## src/hw/adc_cfg_pkg.sv

```systemverilog
package adc_cfg_pkg;

	// Word and address widths.
	localparam int word_width = 16;
	localparam int addr_width = 4;

	// Sample-delay configuration group.
	localparam int sdc_base = 0;
	localparam int sdc_samples = 2;
	localparam int sdc_width = sdc_samples * word_width;

	// Buffer configuration, a single word.
	localparam int buffc_addr = 2;

	// Channel-mux configuration group.
	localparam int chan_base = 3;
	localparam int chan_samples = 4;
	localparam int chan_width = chan_samples * word_width;

	// Read-only timestamp words and capture count.
	localparam int ts_base = 8;
	localparam int ts_samples = 2;
	localparam int ts_width = ts_samples * word_width;
	localparam int ts_count_addr = 10;

	// Last word of each group, a write here marks the group fresh.
	localparam int sdc_commit_addr = sdc_base + sdc_samples - 1;
	localparam int buffc_commit_addr = buffc_addr;
	localparam int chan_commit_addr = chan_base + chan_samples - 1;

	// Register groups.
	typedef enum logic [1:0] {
		grp_sdc,
		grp_buffc,
		grp_chan
	} grp_t;

	// Dispatcher states.
	typedef enum logic [1:0] {
		idle,
		load_sdc,
		load_buffc,
		load_chan
	} disp_state_t;

endpackage

```

## src/hw/cfg_decode.sv

```systemverilog
module cfg_decode import adc_cfg_pkg::*; (
	input logic clk,
	input logic rst,
	input logic host_req,
	input logic host_we,
	input logic [addr_width-1:0] host_addr,
	input logic [word_width-1:0] host_wdata,
	output logic host_ack,
	output logic [word_width-1:0] host_rdata,
	input logic consume_valid,
	input grp_t consume_grp,
	input logic [ts_samples-1:0][word_width-1:0] ts_words,
	input logic [word_width-1:0] ts_count,
	output logic [sdc_samples-1:0][word_width-1:0] sdc_words,
	output logic [word_width-1:0] buffc_word,
	output logic [chan_samples-1:0][word_width-1:0] chan_words,
	output logic fresh_sdc,
	output logic fresh_buffc,
	output logic fresh_chan
);

	// Four-phase handshake with the host.
	typedef enum logic [1:0] {
		ph_idle,
		ph_access,
		ph_ack,
		ph_drop
	} phase_t;

	phase_t phase;
	logic access;
	logic wr_en;
	logic commit_sdc;
	logic commit_buffc;
	logic commit_chan;
	logic clr_sdc;
	logic clr_buffc;
	logic clr_chan;
	logic [word_width-1:0] rd_word;

	assign access = (phase == ph_access);
	assign wr_en = access && host_we;
	// Ack stays up until one cycle after req is seen low.
	assign host_ack = (phase == ph_ack) || (phase == ph_drop);

	assign commit_sdc = wr_en && (host_addr == addr_width'(sdc_commit_addr));
	assign commit_buffc = wr_en && (host_addr == addr_width'(buffc_commit_addr));
	assign commit_chan = wr_en && (host_addr == addr_width'(chan_commit_addr));

	assign clr_sdc = consume_valid && (consume_grp == grp_sdc);
	assign clr_buffc = consume_valid && (consume_grp == grp_buffc);
	assign clr_chan = consume_valid && (consume_grp == grp_chan);

	always_ff @(posedge clk) begin
		if (rst) begin
			phase <= ph_idle;
		end else begin
			case (phase)
				ph_idle: begin
					if (host_req)
						phase <= ph_access;
				end
				ph_access: phase <= ph_ack;
				ph_ack: begin
					if (!host_req)
						phase <= ph_drop;
				end
				default: phase <= ph_idle;
			endcase
		end
	end

	// Writable register map.
	always_ff @(posedge clk) begin
		if (rst) begin
			sdc_words <= '0;
			buffc_word <= '0;
			chan_words <= '0;
		end else if (wr_en) begin
			for (int i = 0; i < sdc_samples; i++) begin
				if (host_addr == addr_width'(sdc_base + i))
					sdc_words[i] <= host_wdata;
			end
			if (host_addr == addr_width'(buffc_addr))
				buffc_word <= host_wdata;
			for (int i = 0; i < chan_samples; i++) begin
				if (host_addr == addr_width'(chan_base + i))
					chan_words[i] <= host_wdata;
			end
		end
	end

	// A commit in the same cycle as a consume keeps the flag set.
	always_ff @(posedge clk) begin
		if (rst) begin
			fresh_sdc <= 1'b0;
			fresh_buffc <= 1'b0;
			fresh_chan <= 1'b0;
		end else begin
			fresh_sdc <= commit_sdc || (fresh_sdc && !clr_sdc);
			fresh_buffc <= commit_buffc || (fresh_buffc && !clr_buffc);
			fresh_chan <= commit_chan || (fresh_chan && !clr_chan);
		end
	end

	// Read-back mux, unmapped addresses give zero.
	always_comb begin
		rd_word = '0;
		for (int i = 0; i < sdc_samples; i++) begin
			if (host_addr == addr_width'(sdc_base + i))
				rd_word = sdc_words[i];
		end
		if (host_addr == addr_width'(buffc_addr))
			rd_word = buffc_word;
		for (int i = 0; i < chan_samples; i++) begin
			if (host_addr == addr_width'(chan_base + i))
				rd_word = chan_words[i];
		end
		for (int i = 0; i < ts_samples; i++) begin
			if (host_addr == addr_width'(ts_base + i))
				rd_word = ts_words[i];
		end
		if (host_addr == addr_width'(ts_count_addr))
			rd_word = ts_count;
	end

	always_ff @(posedge clk) begin
		if (rst)
			host_rdata <= '0;
		else if (access && !host_we)
			host_rdata <= rd_word;
	end

endmodule

```

## src/hw/cfg_dispatch.sv

```systemverilog
module cfg_dispatch import adc_cfg_pkg::*; (
	input logic clk,
	input logic rst,
	input logic [sdc_samples-1:0][word_width-1:0] sdc_words,
	input logic [word_width-1:0] buffc_word,
	input logic [chan_samples-1:0][word_width-1:0] chan_words,
	input logic fresh_sdc,
	input logic fresh_buffc,
	input logic fresh_chan,
	output logic consume_valid,
	output grp_t consume_grp,
	input logic sdc_ready,
	input logic buffc_ready,
	input logic cmc_ready,
	output logic sdc_valid,
	output logic [sdc_width-1:0] sdc_data,
	output logic sdc_last,
	output logic buffc_valid,
	output logic [word_width-1:0] buffc_data,
	output logic buffc_last,
	output logic cmc_valid,
	output logic [chan_width-1:0] cmc_data,
	output logic cmc_last
);

	disp_state_t state;
	logic [sdc_width-1:0] sdc_hold;
	logic [word_width-1:0] buffc_hold;
	logic [chan_width-1:0] cmc_hold;
	logic pick_sdc;
	logic pick_buffc;
	logic pick_chan;

	// A group is eligible only when its stream holds no beat.
	assign pick_sdc = fresh_sdc && !sdc_valid;
	assign pick_buffc = fresh_buffc && !buffc_valid;
	assign pick_chan = fresh_chan && !cmc_valid;

	// Consume is taken on the same edge as the snapshot.
	always_comb begin
		consume_valid = (state != idle);
		case (state)
			load_buffc: consume_grp = grp_buffc;
			load_chan: consume_grp = grp_chan;
			default: consume_grp = grp_sdc;
		endcase
	end

	// Priority is SDC, then buffer, then channel mux.
	always_ff @(posedge clk) begin
		if (rst) begin
			state <= idle;
		end else begin
			case (state)
				idle: begin
					if (pick_sdc)
						state <= load_sdc;
					else if (pick_buffc)
						state <= load_buffc;
					else if (pick_chan)
						state <= load_chan;
				end
				default: state <= idle;
			endcase
		end
	end

	// Snapshot of the register words.
	always_ff @(posedge clk) begin
		if (state == load_sdc)
			sdc_hold <= sdc_words;
		if (state == load_buffc)
			buffc_hold <= buffc_word;
		if (state == load_chan)
			cmc_hold <= chan_words;
	end

	// Each stream holds its beat until accepted.
	always_ff @(posedge clk) begin
		if (rst) begin
			sdc_valid <= 1'b0;
			buffc_valid <= 1'b0;
			cmc_valid <= 1'b0;
		end else begin
			if (state == load_sdc)
				sdc_valid <= 1'b1;
			else if (sdc_ready)
				sdc_valid <= 1'b0;
			if (state == load_buffc)
				buffc_valid <= 1'b1;
			else if (buffc_ready)
				buffc_valid <= 1'b0;
			if (state == load_chan)
				cmc_valid <= 1'b1;
			else if (cmc_ready)
				cmc_valid <= 1'b0;
		end
	end

	// Single-beat packets.
	assign sdc_last = sdc_valid;
	assign buffc_last = buffc_valid;
	assign cmc_last = cmc_valid;

	assign sdc_data = sdc_valid ? sdc_hold : '0;
	assign buffc_data = buffc_valid ? buffc_hold : '0;
	assign cmc_data = cmc_valid ? cmc_hold : '0;

endmodule

```

## src/hw/ts_capture.sv

```systemverilog
module ts_capture import adc_cfg_pkg::*; (
	input logic clk,
	input logic rst,
	input logic bufft_valid,
	input logic [ts_width-1:0] bufft_data,
	output logic bufft_ready,
	output logic [ts_samples-1:0][word_width-1:0] ts_words,
	output logic [word_width-1:0] ts_count
);

	logic take;

	// Never stalls once out of reset.
	assign take = bufft_valid && bufft_ready;

	always_ff @(posedge clk) begin
		if (rst)
			bufft_ready <= 1'b0;
		else
			bufft_ready <= 1'b1;
	end

	// Latest timestamp pair, word 0 in the low half.
	always_ff @(posedge clk) begin
		if (rst)
			ts_words <= '0;
		else if (take)
			ts_words <= bufft_data;
	end

	// Wraps at the word width.
	always_ff @(posedge clk) begin
		if (rst)
			ts_count <= '0;
		else if (take)
			ts_count <= ts_count + 1'b1;
	end

endmodule

```

## src/hw/adc_cfg_top.sv

```systemverilog
module adc_cfg_top import adc_cfg_pkg::*; (
	input logic clk,
	input logic rst,
	input logic host_req,
	input logic host_we,
	input logic [addr_width-1:0] host_addr,
	input logic [word_width-1:0] host_wdata,
	output logic host_ack,
	output logic [word_width-1:0] host_rdata,
	output logic sdc_valid,
	input logic sdc_ready,
	output logic [sdc_width-1:0] sdc_data,
	output logic sdc_last,
	output logic buffc_valid,
	input logic buffc_ready,
	output logic [word_width-1:0] buffc_data,
	output logic buffc_last,
	output logic cmc_valid,
	input logic cmc_ready,
	output logic [chan_width-1:0] cmc_data,
	output logic cmc_last,
	input logic bufft_valid,
	input logic [ts_width-1:0] bufft_data,
	output logic bufft_ready
);

	logic [sdc_samples-1:0][word_width-1:0] sdc_words;
	logic [word_width-1:0] buffc_word;
	logic [chan_samples-1:0][word_width-1:0] chan_words;
	logic fresh_sdc;
	logic fresh_buffc;
	logic fresh_chan;
	logic consume_valid;
	grp_t consume_grp;
	logic [ts_samples-1:0][word_width-1:0] ts_words;
	logic [word_width-1:0] ts_count;

	// Register map and host port.
	cfg_decode i_cfg_decode (
		.clk(clk),
		.rst(rst),
		.host_req(host_req),
		.host_we(host_we),
		.host_addr(host_addr),
		.host_wdata(host_wdata),
		.host_ack(host_ack),
		.host_rdata(host_rdata),
		.consume_valid(consume_valid),
		.consume_grp(consume_grp),
		.ts_words(ts_words),
		.ts_count(ts_count),
		.sdc_words(sdc_words),
		.buffc_word(buffc_word),
		.chan_words(chan_words),
		.fresh_sdc(fresh_sdc),
		.fresh_buffc(fresh_buffc),
		.fresh_chan(fresh_chan)
	);

	// Output streams.
	cfg_dispatch i_cfg_dispatch (
		.clk(clk),
		.rst(rst),
		.sdc_words(sdc_words),
		.buffc_word(buffc_word),
		.chan_words(chan_words),
		.fresh_sdc(fresh_sdc),
		.fresh_buffc(fresh_buffc),
		.fresh_chan(fresh_chan),
		.consume_valid(consume_valid),
		.consume_grp(consume_grp),
		.sdc_ready(sdc_ready),
		.buffc_ready(buffc_ready),
		.cmc_ready(cmc_ready),
		.sdc_valid(sdc_valid),
		.sdc_data(sdc_data),
		.sdc_last(sdc_last),
		.buffc_valid(buffc_valid),
		.buffc_data(buffc_data),
		.buffc_last(buffc_last),
		.cmc_valid(cmc_valid),
		.cmc_data(cmc_data),
		.cmc_last(cmc_last)
	);

	// Timestamp read-back.
	ts_capture i_ts_capture (
		.clk(clk),
		.rst(rst),
		.bufft_valid(bufft_valid),
		.bufft_data(bufft_data),
		.bufft_ready(bufft_ready),
		.ts_words(ts_words),
		.ts_count(ts_count)
	);

endmodule

```

## config.mk

```make
export PLATFORM = sky130hd
export DESIGN_NAME = adc_cfg_top
export DESIGN_NICKNAME = d
export VERILOG_FILES = /design/src/hw/adc_cfg_pkg.sv /design/src/hw/cfg_decode.sv /design/src/hw/cfg_dispatch.sv /design/src/hw/ts_capture.sv /design/src/hw/adc_cfg_top.sv
export SDC_FILE = /design/constraint.sdc
export NUM_CORES = 1
export LEC_CHECK = 0
export ABC_AREA = 1
export BUFFER_PORTS_ARGS = -buffer_cell sky130_fd_sc_hd__clkbuf_2
export CORE_UTILIZATION = 44
export CTS_CLUSTER_DIAMETER = 60
export DETAILED_ROUTE_END_ITERATION = 10
export GPL_ROUTABILITY_DRIVEN = 0
export PLACE_DENSITY = 0.74
export SETUP_SLACK_MARGIN = 0.2
export SYNTH_ARGS = -nofsm -noshare
export SYNTH_HDL_FRONTEND = slang
export SYNTH_SLANG_ARGS = --single-unit
```

## constraint.sdc

```tcl
create_clock -name clk -period 2.24 [get_ports clk]
set_clock_uncertainty 0.05 [all_clocks]
set_input_delay 0.224 -clock clk [delete_from_list [all_inputs] [get_ports clk]]
set_output_delay 0.224 -clock clk [all_outputs]
set_load 0.05 [all_outputs]
```

==> impl_metrics.py, run 1 <==
metrics = {
    "run_status": {
        "status": "completed",
    },
    "floorplanning": {
        "core_sq_mm": 0.02816,
        "die_width_um": 172.2,
        "die_area_sq_mm": 0.02965,
        "rows": 61,
        "die_height_um": 172.2,
        "start_util_pct": 45.26,
        "num_io_pins": 196,
    },
    "setup_path": {
        "critPathMaxStageDelay_ns": 0.34,
        "cp_data_required_time_ns": 1.97,
        "crit_path_end_kind": "output pin",
        "critPathArrivalTime_ns": 1.74,
        "slowest_stage": "dfxtp_2",
        "r2r-start": "i_cfg_decode.phase[1]",
        "crit_type": "reg -> out",
        "crit_buf_inv": 3,
        "critPathMaxFanout": 69,
        "start_kind": "flop",
        "path_delay_family": "buffers and inverters",
        "path_cells": "buf_12 > nand2_1 > inv_1 > buf_2",
        "startpoint": "i_cfg_dispatch.cmc_last",
    },
    "timing": {
        "setup_slack_ns": 0.2222,
        "grt_setup_unrepaired": "true",
        "period_minus_slack_ns": 2.018,
        "tightest_slew_ns": 0.6576,
        "fmax_mhz": 495.6,
        "setup_tns_ns": 0,
        "finalSetupViolations": 0,
        "drv_slew": 0,
        "hold_viol_final": 0,
        "finalCritPeriodShare_pct": 90.08,
        "relSlewSlack_pct": 56.06,
    },
    "worst_hold_path": {
        "min-delay-start": "host_wdata[15]",
        "hold_path_class": "in -> reg",
    },
    "layout": {
        "syn_to_final_growth_pct": 22.19,
        "drive_gt1_share_pct": 17.94,
        "diodes": 0,
        "register_area_sq_mm": 0.007111,
        "mostFrequentLayoutCell": "nand2_1",
        "fin_cells": 2173,
        "post-route-util_pct": 55.30,
        "mostFrequentLayoutCells": "nand2_1, inv_1, clkbuf_2",
        "nNetsFinal": 1835,
        "fill_cells": 2520,
        "multi_input_area_sq_mm": 0.004293,
    },
    "place": {
        "dpl.hpwl_um": 25930,
        "port_buffers": 195,
        "dp.cells": 2079,
        "pre_cts_ws_ns": 0.2034,
    },
    "clocking": {
        "cts_buffers": 31,
        "ctsHtreeMaxLevel": 1,
        "clock-sinks": 299,
        "clk_pin_slew_ns": 0.07,
        "clkLatencyLatePin_ns": 0.57,
        "cts.path.max_buffers": 3,
        "post-cts-setup-buffers": 0,
        "cts_tree": "done",
        "root_buffer": "clkbuf_16",
    },
    "yosys": {
        "yosysWarnings": 0,
        "syn_area_per_cell_sq_um": 8.103,
        "synth_seq_area_share_pct": 55.76,
        "synth_area_leaders": "dfxtp_1, edfxtp_1, nand2_1, inv_1, a21oi_1",
        "synth_top_area_share_pct": 29.37,
        "synth.distinct_cells": 35,
        "synthesis.instances": 1573,
        "netlist_area_sq_mm": 0.01275,
        "syn_nets": 1638,
        "synth-seq-cells": 299,
        "synth_top_area_cell": "dfxtp_1",
    },
    "power": {
        "p_leak_nw": 6.936,
        "ir_worst_vdd_uv": 633.3,
        "total_power_mw": 12.78,
        "powerDensity_mw_per_mm2": 820.6,
    },
    "global_routing": {
        "grt_pass1_wl_um": 55710,
        "grt_util_all_layers_pct": 24.77,
        "grt_max_degree": 107,
        "gr-total-overflow": 0,
        "first_global_vias": 10160,
        "antenna_found_initial": 0,
    },
    "route": {
        "wirelength_um": 37100,
        "vias": 11310,
        "drt-initial-drc-count": 1254,
        "avgRoutedWirePerCell_um": 17.07,
        "ant_nets": 0,
        "firstDrtPassIters": 7,
        "avgViaCountPerCell": 5.204,
        "drc": 0,
    },
    "flow_run": {
        "cap_violations": 0,
    },
}
-- synth_stat cells --
master,n
buf_4,10
nor3b_1,2
ha_1,5
nand2_1,388
xor2_1,1
and3_1,1
nor2_1,107
nand3_1,107
buf_1,7
nor3_2,1
nand2_4,1
or2_2,2
nand3_2,1
o22ai_1,1
buf_2,15
dfxtp_1,187
o21a_1,5
clkbuf_1,51
clkinv_2,1
a21oi_2,10
inv_2,6
o21bai_1,1
o21ba_2,1
clkbuf_2,1
nand4_1,19
a21oi_1,137
nor2_4,7
o21ai_0,112
inv_1,242
edfxtp_1,112
o21ai_1,11
nor2_2,5
nand2_2,8
buf_6,5
nor3_1,3
-- where the power goes --
part	switching, mW	internal (mW)
sequential	0.0835	5.72
clock	2.20	3.70
combinational	0.760	0.311
total	3.05	9.73
-- flip-flops by register name, summed over array words and instances, names as in the netlist, 2 cells and up --
name,flops
i_cfg_decode.chan_words,64
i_cfg_dispatch.cmc_hold,64
i_cfg_decode.sdc_words,32
i_cfg_dispatch.sdc_hold,32
i_ts_capture.ts_words,32
i_cfg_decode.buffc_word,16
i_cfg_decode.host_rdata,16
i_cfg_dispatch.buffc_hold,16
i_ts_capture.ts_count,16
i_cfg_decode.phase,2
i_cfg_dispatch.state,2
-- path summary, 6_finish.rpt --
kind | cells after the start | to | slack, ns
worst max-delay path | 4 | cmc_data[50] | 0.22
worst min-delay path | 3 | i_cfg_decode.chan_words[47] | 0.04
worst max register to register | 7 | i_cfg_decode.chan_words[25] | 0.29
worst min register to register | 0 | i_cfg_dispatch.cmc_hold[46] | 0.39
-- layer usage --
layer	track usage, %	up-vias	share of wire, %
li1	-	5397	-
met1	32.55	5179	40
met2	39.38	619	45
met3	5.722	113	12
met4	9.927	0	4.1
met5	0	-	0
-- area by class of cell --
type	count	area share (%)
clock inverters	25	2.611
repair buffers	253	10.07
clock buffers	33	5.029
multi-input cells	936	27.56
flip-flops and latches	299	45.65
well taps	378	3.037
inverters	249	6.033
-- what timing repair did --
| item | in CTS | in global routing |
|---|---|---|
| endpoints found under the setup margin | 7 | 10 |
| resized for setup | 2 | 8 |
| hold buffers | 36 | 0 |
| hold endpoints to repair | 37 | 0 |
| cloned | 0 | 0 |
-- cell families (layout without fill, tap and decap cells) --
logic type	Yosys count	count (layout)	share of synthesized area [%]
AO/OA/AOI/OAI	278	278	11.38
AND/OR/NAND/NOR	652	652	21.60
XOR/XNOR	1	1	0.06873
buffers and inverters	338	560	10.71
flip-flops	299	299	55.76
adder cells (fa/ha/maj)	5	5	0.4908
-- per-stage QoR --
| stage | hold WS [ns] | area, sq um |
|---|---|---|
| 2_1_floorplan | 0.3329 | 12750 |
| 3_3_place_gp | 0.3626 | 14000 |
| 3_5_place_dp | 0.3703 | 14000 |
| 4_1_cts | 0.006467 | 15560 |
| 5_1_grt | 0.02782 | 15570 |
| 6_report | 0.03717 | 15570 |
-- worst min-delay path, stage by stage --
cell,delay (ns)
clkbuf_2,0.19
nand3_1,0.13
a21oi_1,0.06
Note: power is estimated with default switching activity, not from simulation.
==> run 2, diff against run 1 <==
Settings changed: CORE_ASPECT_RATIO set to 0.7.
==> impl_metrics.py, run 2 (same netlist as run 1, synthesis figures left out) <==
metrics = {
    "run_status": {
        "status": "completed",
    },
    "power": {
        "ir_worst_vdd_uv": 592.7,
        "p_leak_nw": 6.873,
        "powerDensity_mw_per_mm2": 776.7,
        "total_power_mw": 11.96,
    },
    "setup_path": {
        "critPathArrivalTime_ns": 1.68,
        "r2r-start": "i_cfg_decode.phase[1]",
        "reg2reg_to": "i_cfg_decode.chan_words[24]",
        "cp_data_required_time_ns": 1.97,
        "crit_path_end_kind": "output pin",
        "rrSetupSlack_ns": 0.37,
        "start_kind": "flop",
        "critPathMaxFanout": 51,
        "reg2reg_depth": 8,
        "crit_type": "reg -> out",
    },
    "layout": {
        "mostFrequentLayoutCell": "nand2_1",
        "mostFrequentLayoutCells": "nand2_1, inv_1, clkbuf_2",
        "syn_to_final_growth_pct": 20.80,
        "nNetsFinal": 1838,
        "fin_cells": 2167,
        "reg_top3": "i_cfg_decode.chan_words: 64 flops, i_cfg_dispatch.cmc_hold: 64 flops",
        "post-route-util_pct": 54.72,
        "drive_gt1_share_pct": 17.94,
    },
    "floorplanning": {
        "start_util_pct": 45.29,
        "die_height_um": 144.4,
        "die_area_sq_mm": 0.02966,
        "core_sq_mm": 0.02814,
        "rows": 51,
        "num_io_pins": 196,
        "die_width_um": 205.4,
    },
    "route": {
        "drc": 0,
        "wirelength_um": 37600,
        "firstDrtPassIters": 7,
        "drt-initial-drc-count": 1570,
        "avgRoutedWirePerCell_um": 17.35,
        "ant_nets": 0,
        "vias": 11170,
        "avgViaCountPerCell": 5.153,
    },
    "flow_run": {
        "cap_violations": 0,
    },
    "global_routing": {
        "antenna_found_initial": 1,
        "gr-total-overflow": 0,
        "grt_util_all_layers_pct": 25.02,
        "grt_pass1_wl_um": 56370,
        "first_global_vias": 9735,
        "grt_max_degree": 107,
    },
    "place": {
        "dp.cells": 2078,
        "port_buffers": 195,
        "pre_cts_ws_ns": 0.1579,
        "dpl.hpwl_um": 26740,
    },
    "timing": {
        "fmax_mhz": 510.9,
        "finalCritPeriodShare_pct": 87.39,
        "drv_slew": 0,
        "setup_slack_ns": 0.2825,
        "tightest_slew_ns": 0.5491,
        "relSlewSlack_pct": 63.39,
        "period_minus_slack_ns": 1.957,
        "finalSetupViolations": 0,
        "setup_tns_ns": 0,
        "grt_setup_unrepaired": "false",
        "hold_viol_final": 0,
    },
    "clocking": {
        "cts_tree": "done",
        "post-cts-setup-buffers": 0,
        "ctsHtreeMaxLevel": 1,
        "clk_pin_slew_ns": 0.07,
        "root_buffer": "clkbuf_16",
        "clock-sinks": 299,
        "cts_buffers": 29,
        "clkLatencyLatePin_ns": 0.54,
        "cts.path.max_buffers": 3,
    },
    "worst_hold_path": {
        "hold_depth": 3,
        "hold_path_class": "in -> reg",
        "min-delay-start": "host_wdata[0]",
        "hold_end": "i_cfg_decode.chan_words[16]",
    },
}
run 2: cell count changes in the layout (fill, tap and decap cells not counted), sizes merged, moves of 2 or more:
cell,change
bufinv,-7
clkbuf,+7
buf,+3
clkinvlp,-2
run 2: worst max path at each step:
stage                                  startpoint                     endpoint  cells after the start
final                     i_cfg_dispatch.cmc_last                 cmc_data[23]                      4
after CTS                   i_cfg_decode.phase[0]                     host_ack                      4
after global placement               host_addr[3]   i_cfg_decode.host_rdata[9]                      9
after floorplan           i_cfg_dispatch.cmc_last                 cmc_data[23]                      4
after detailed placement             host_addr[3]   i_cfg_decode.host_rdata[6]                      9
after global routing        i_cfg_decode.phase[1]  i_cfg_decode.chan_words[19]                      8
run 2: final cells by class:
cell class	count	area, sq um
Timing Repair Buffer	258	1597
Inverter	249	939.7
Clock inverter	16	165.2
Multi-Input combinational cell	936	4290
Antenna cell	1	2.502
Sequential cell	299	7112
Tap cell	371	464.2
Fill cell	2535	12740
Clock buffer	37	827.0
run 2: routing by layer:
layer / global-route usage (%) / share of wire (%)
met1: 39.06 / 46
met2: 34.78 / 41
met3: 4.642 / 10
met4: 6.745 / 2.3
met5: 0 / 0
run 2: timing repair:
item,CTS,global route
gates resized for setup,5,8
hold buffers,35,0
setup endpoints to repair,47,17
pin swaps,0,1
hold endpoints to repair,35,0
gates cloned,0,0
run 2: report_power, final:
part | total (mW) | switching (mW) | internal, mW
registers | 5.80 | 0.0795 | 5.72
logic | 1.08 | 0.754 | 0.330
clock network | 5.08 | 2.12 | 2.96
run 2: stage by stage:
step                      area, sq um  hold WS [ns]
after floorplan                 12750        0.3329
after global placement          14010        0.3652
after detailed placement        14010        0.3673
after CTS                       15370       0.01936
after global routing            15390       0.03530
final                           15400       0.04460
run 2: critical path: stages, from the launching register on:
cell,delay (ns)
dfxtp_2,0.34
buf_8,0.26
nand2_1,0.14
inv_1,0.08
clkbuf_2,0.27
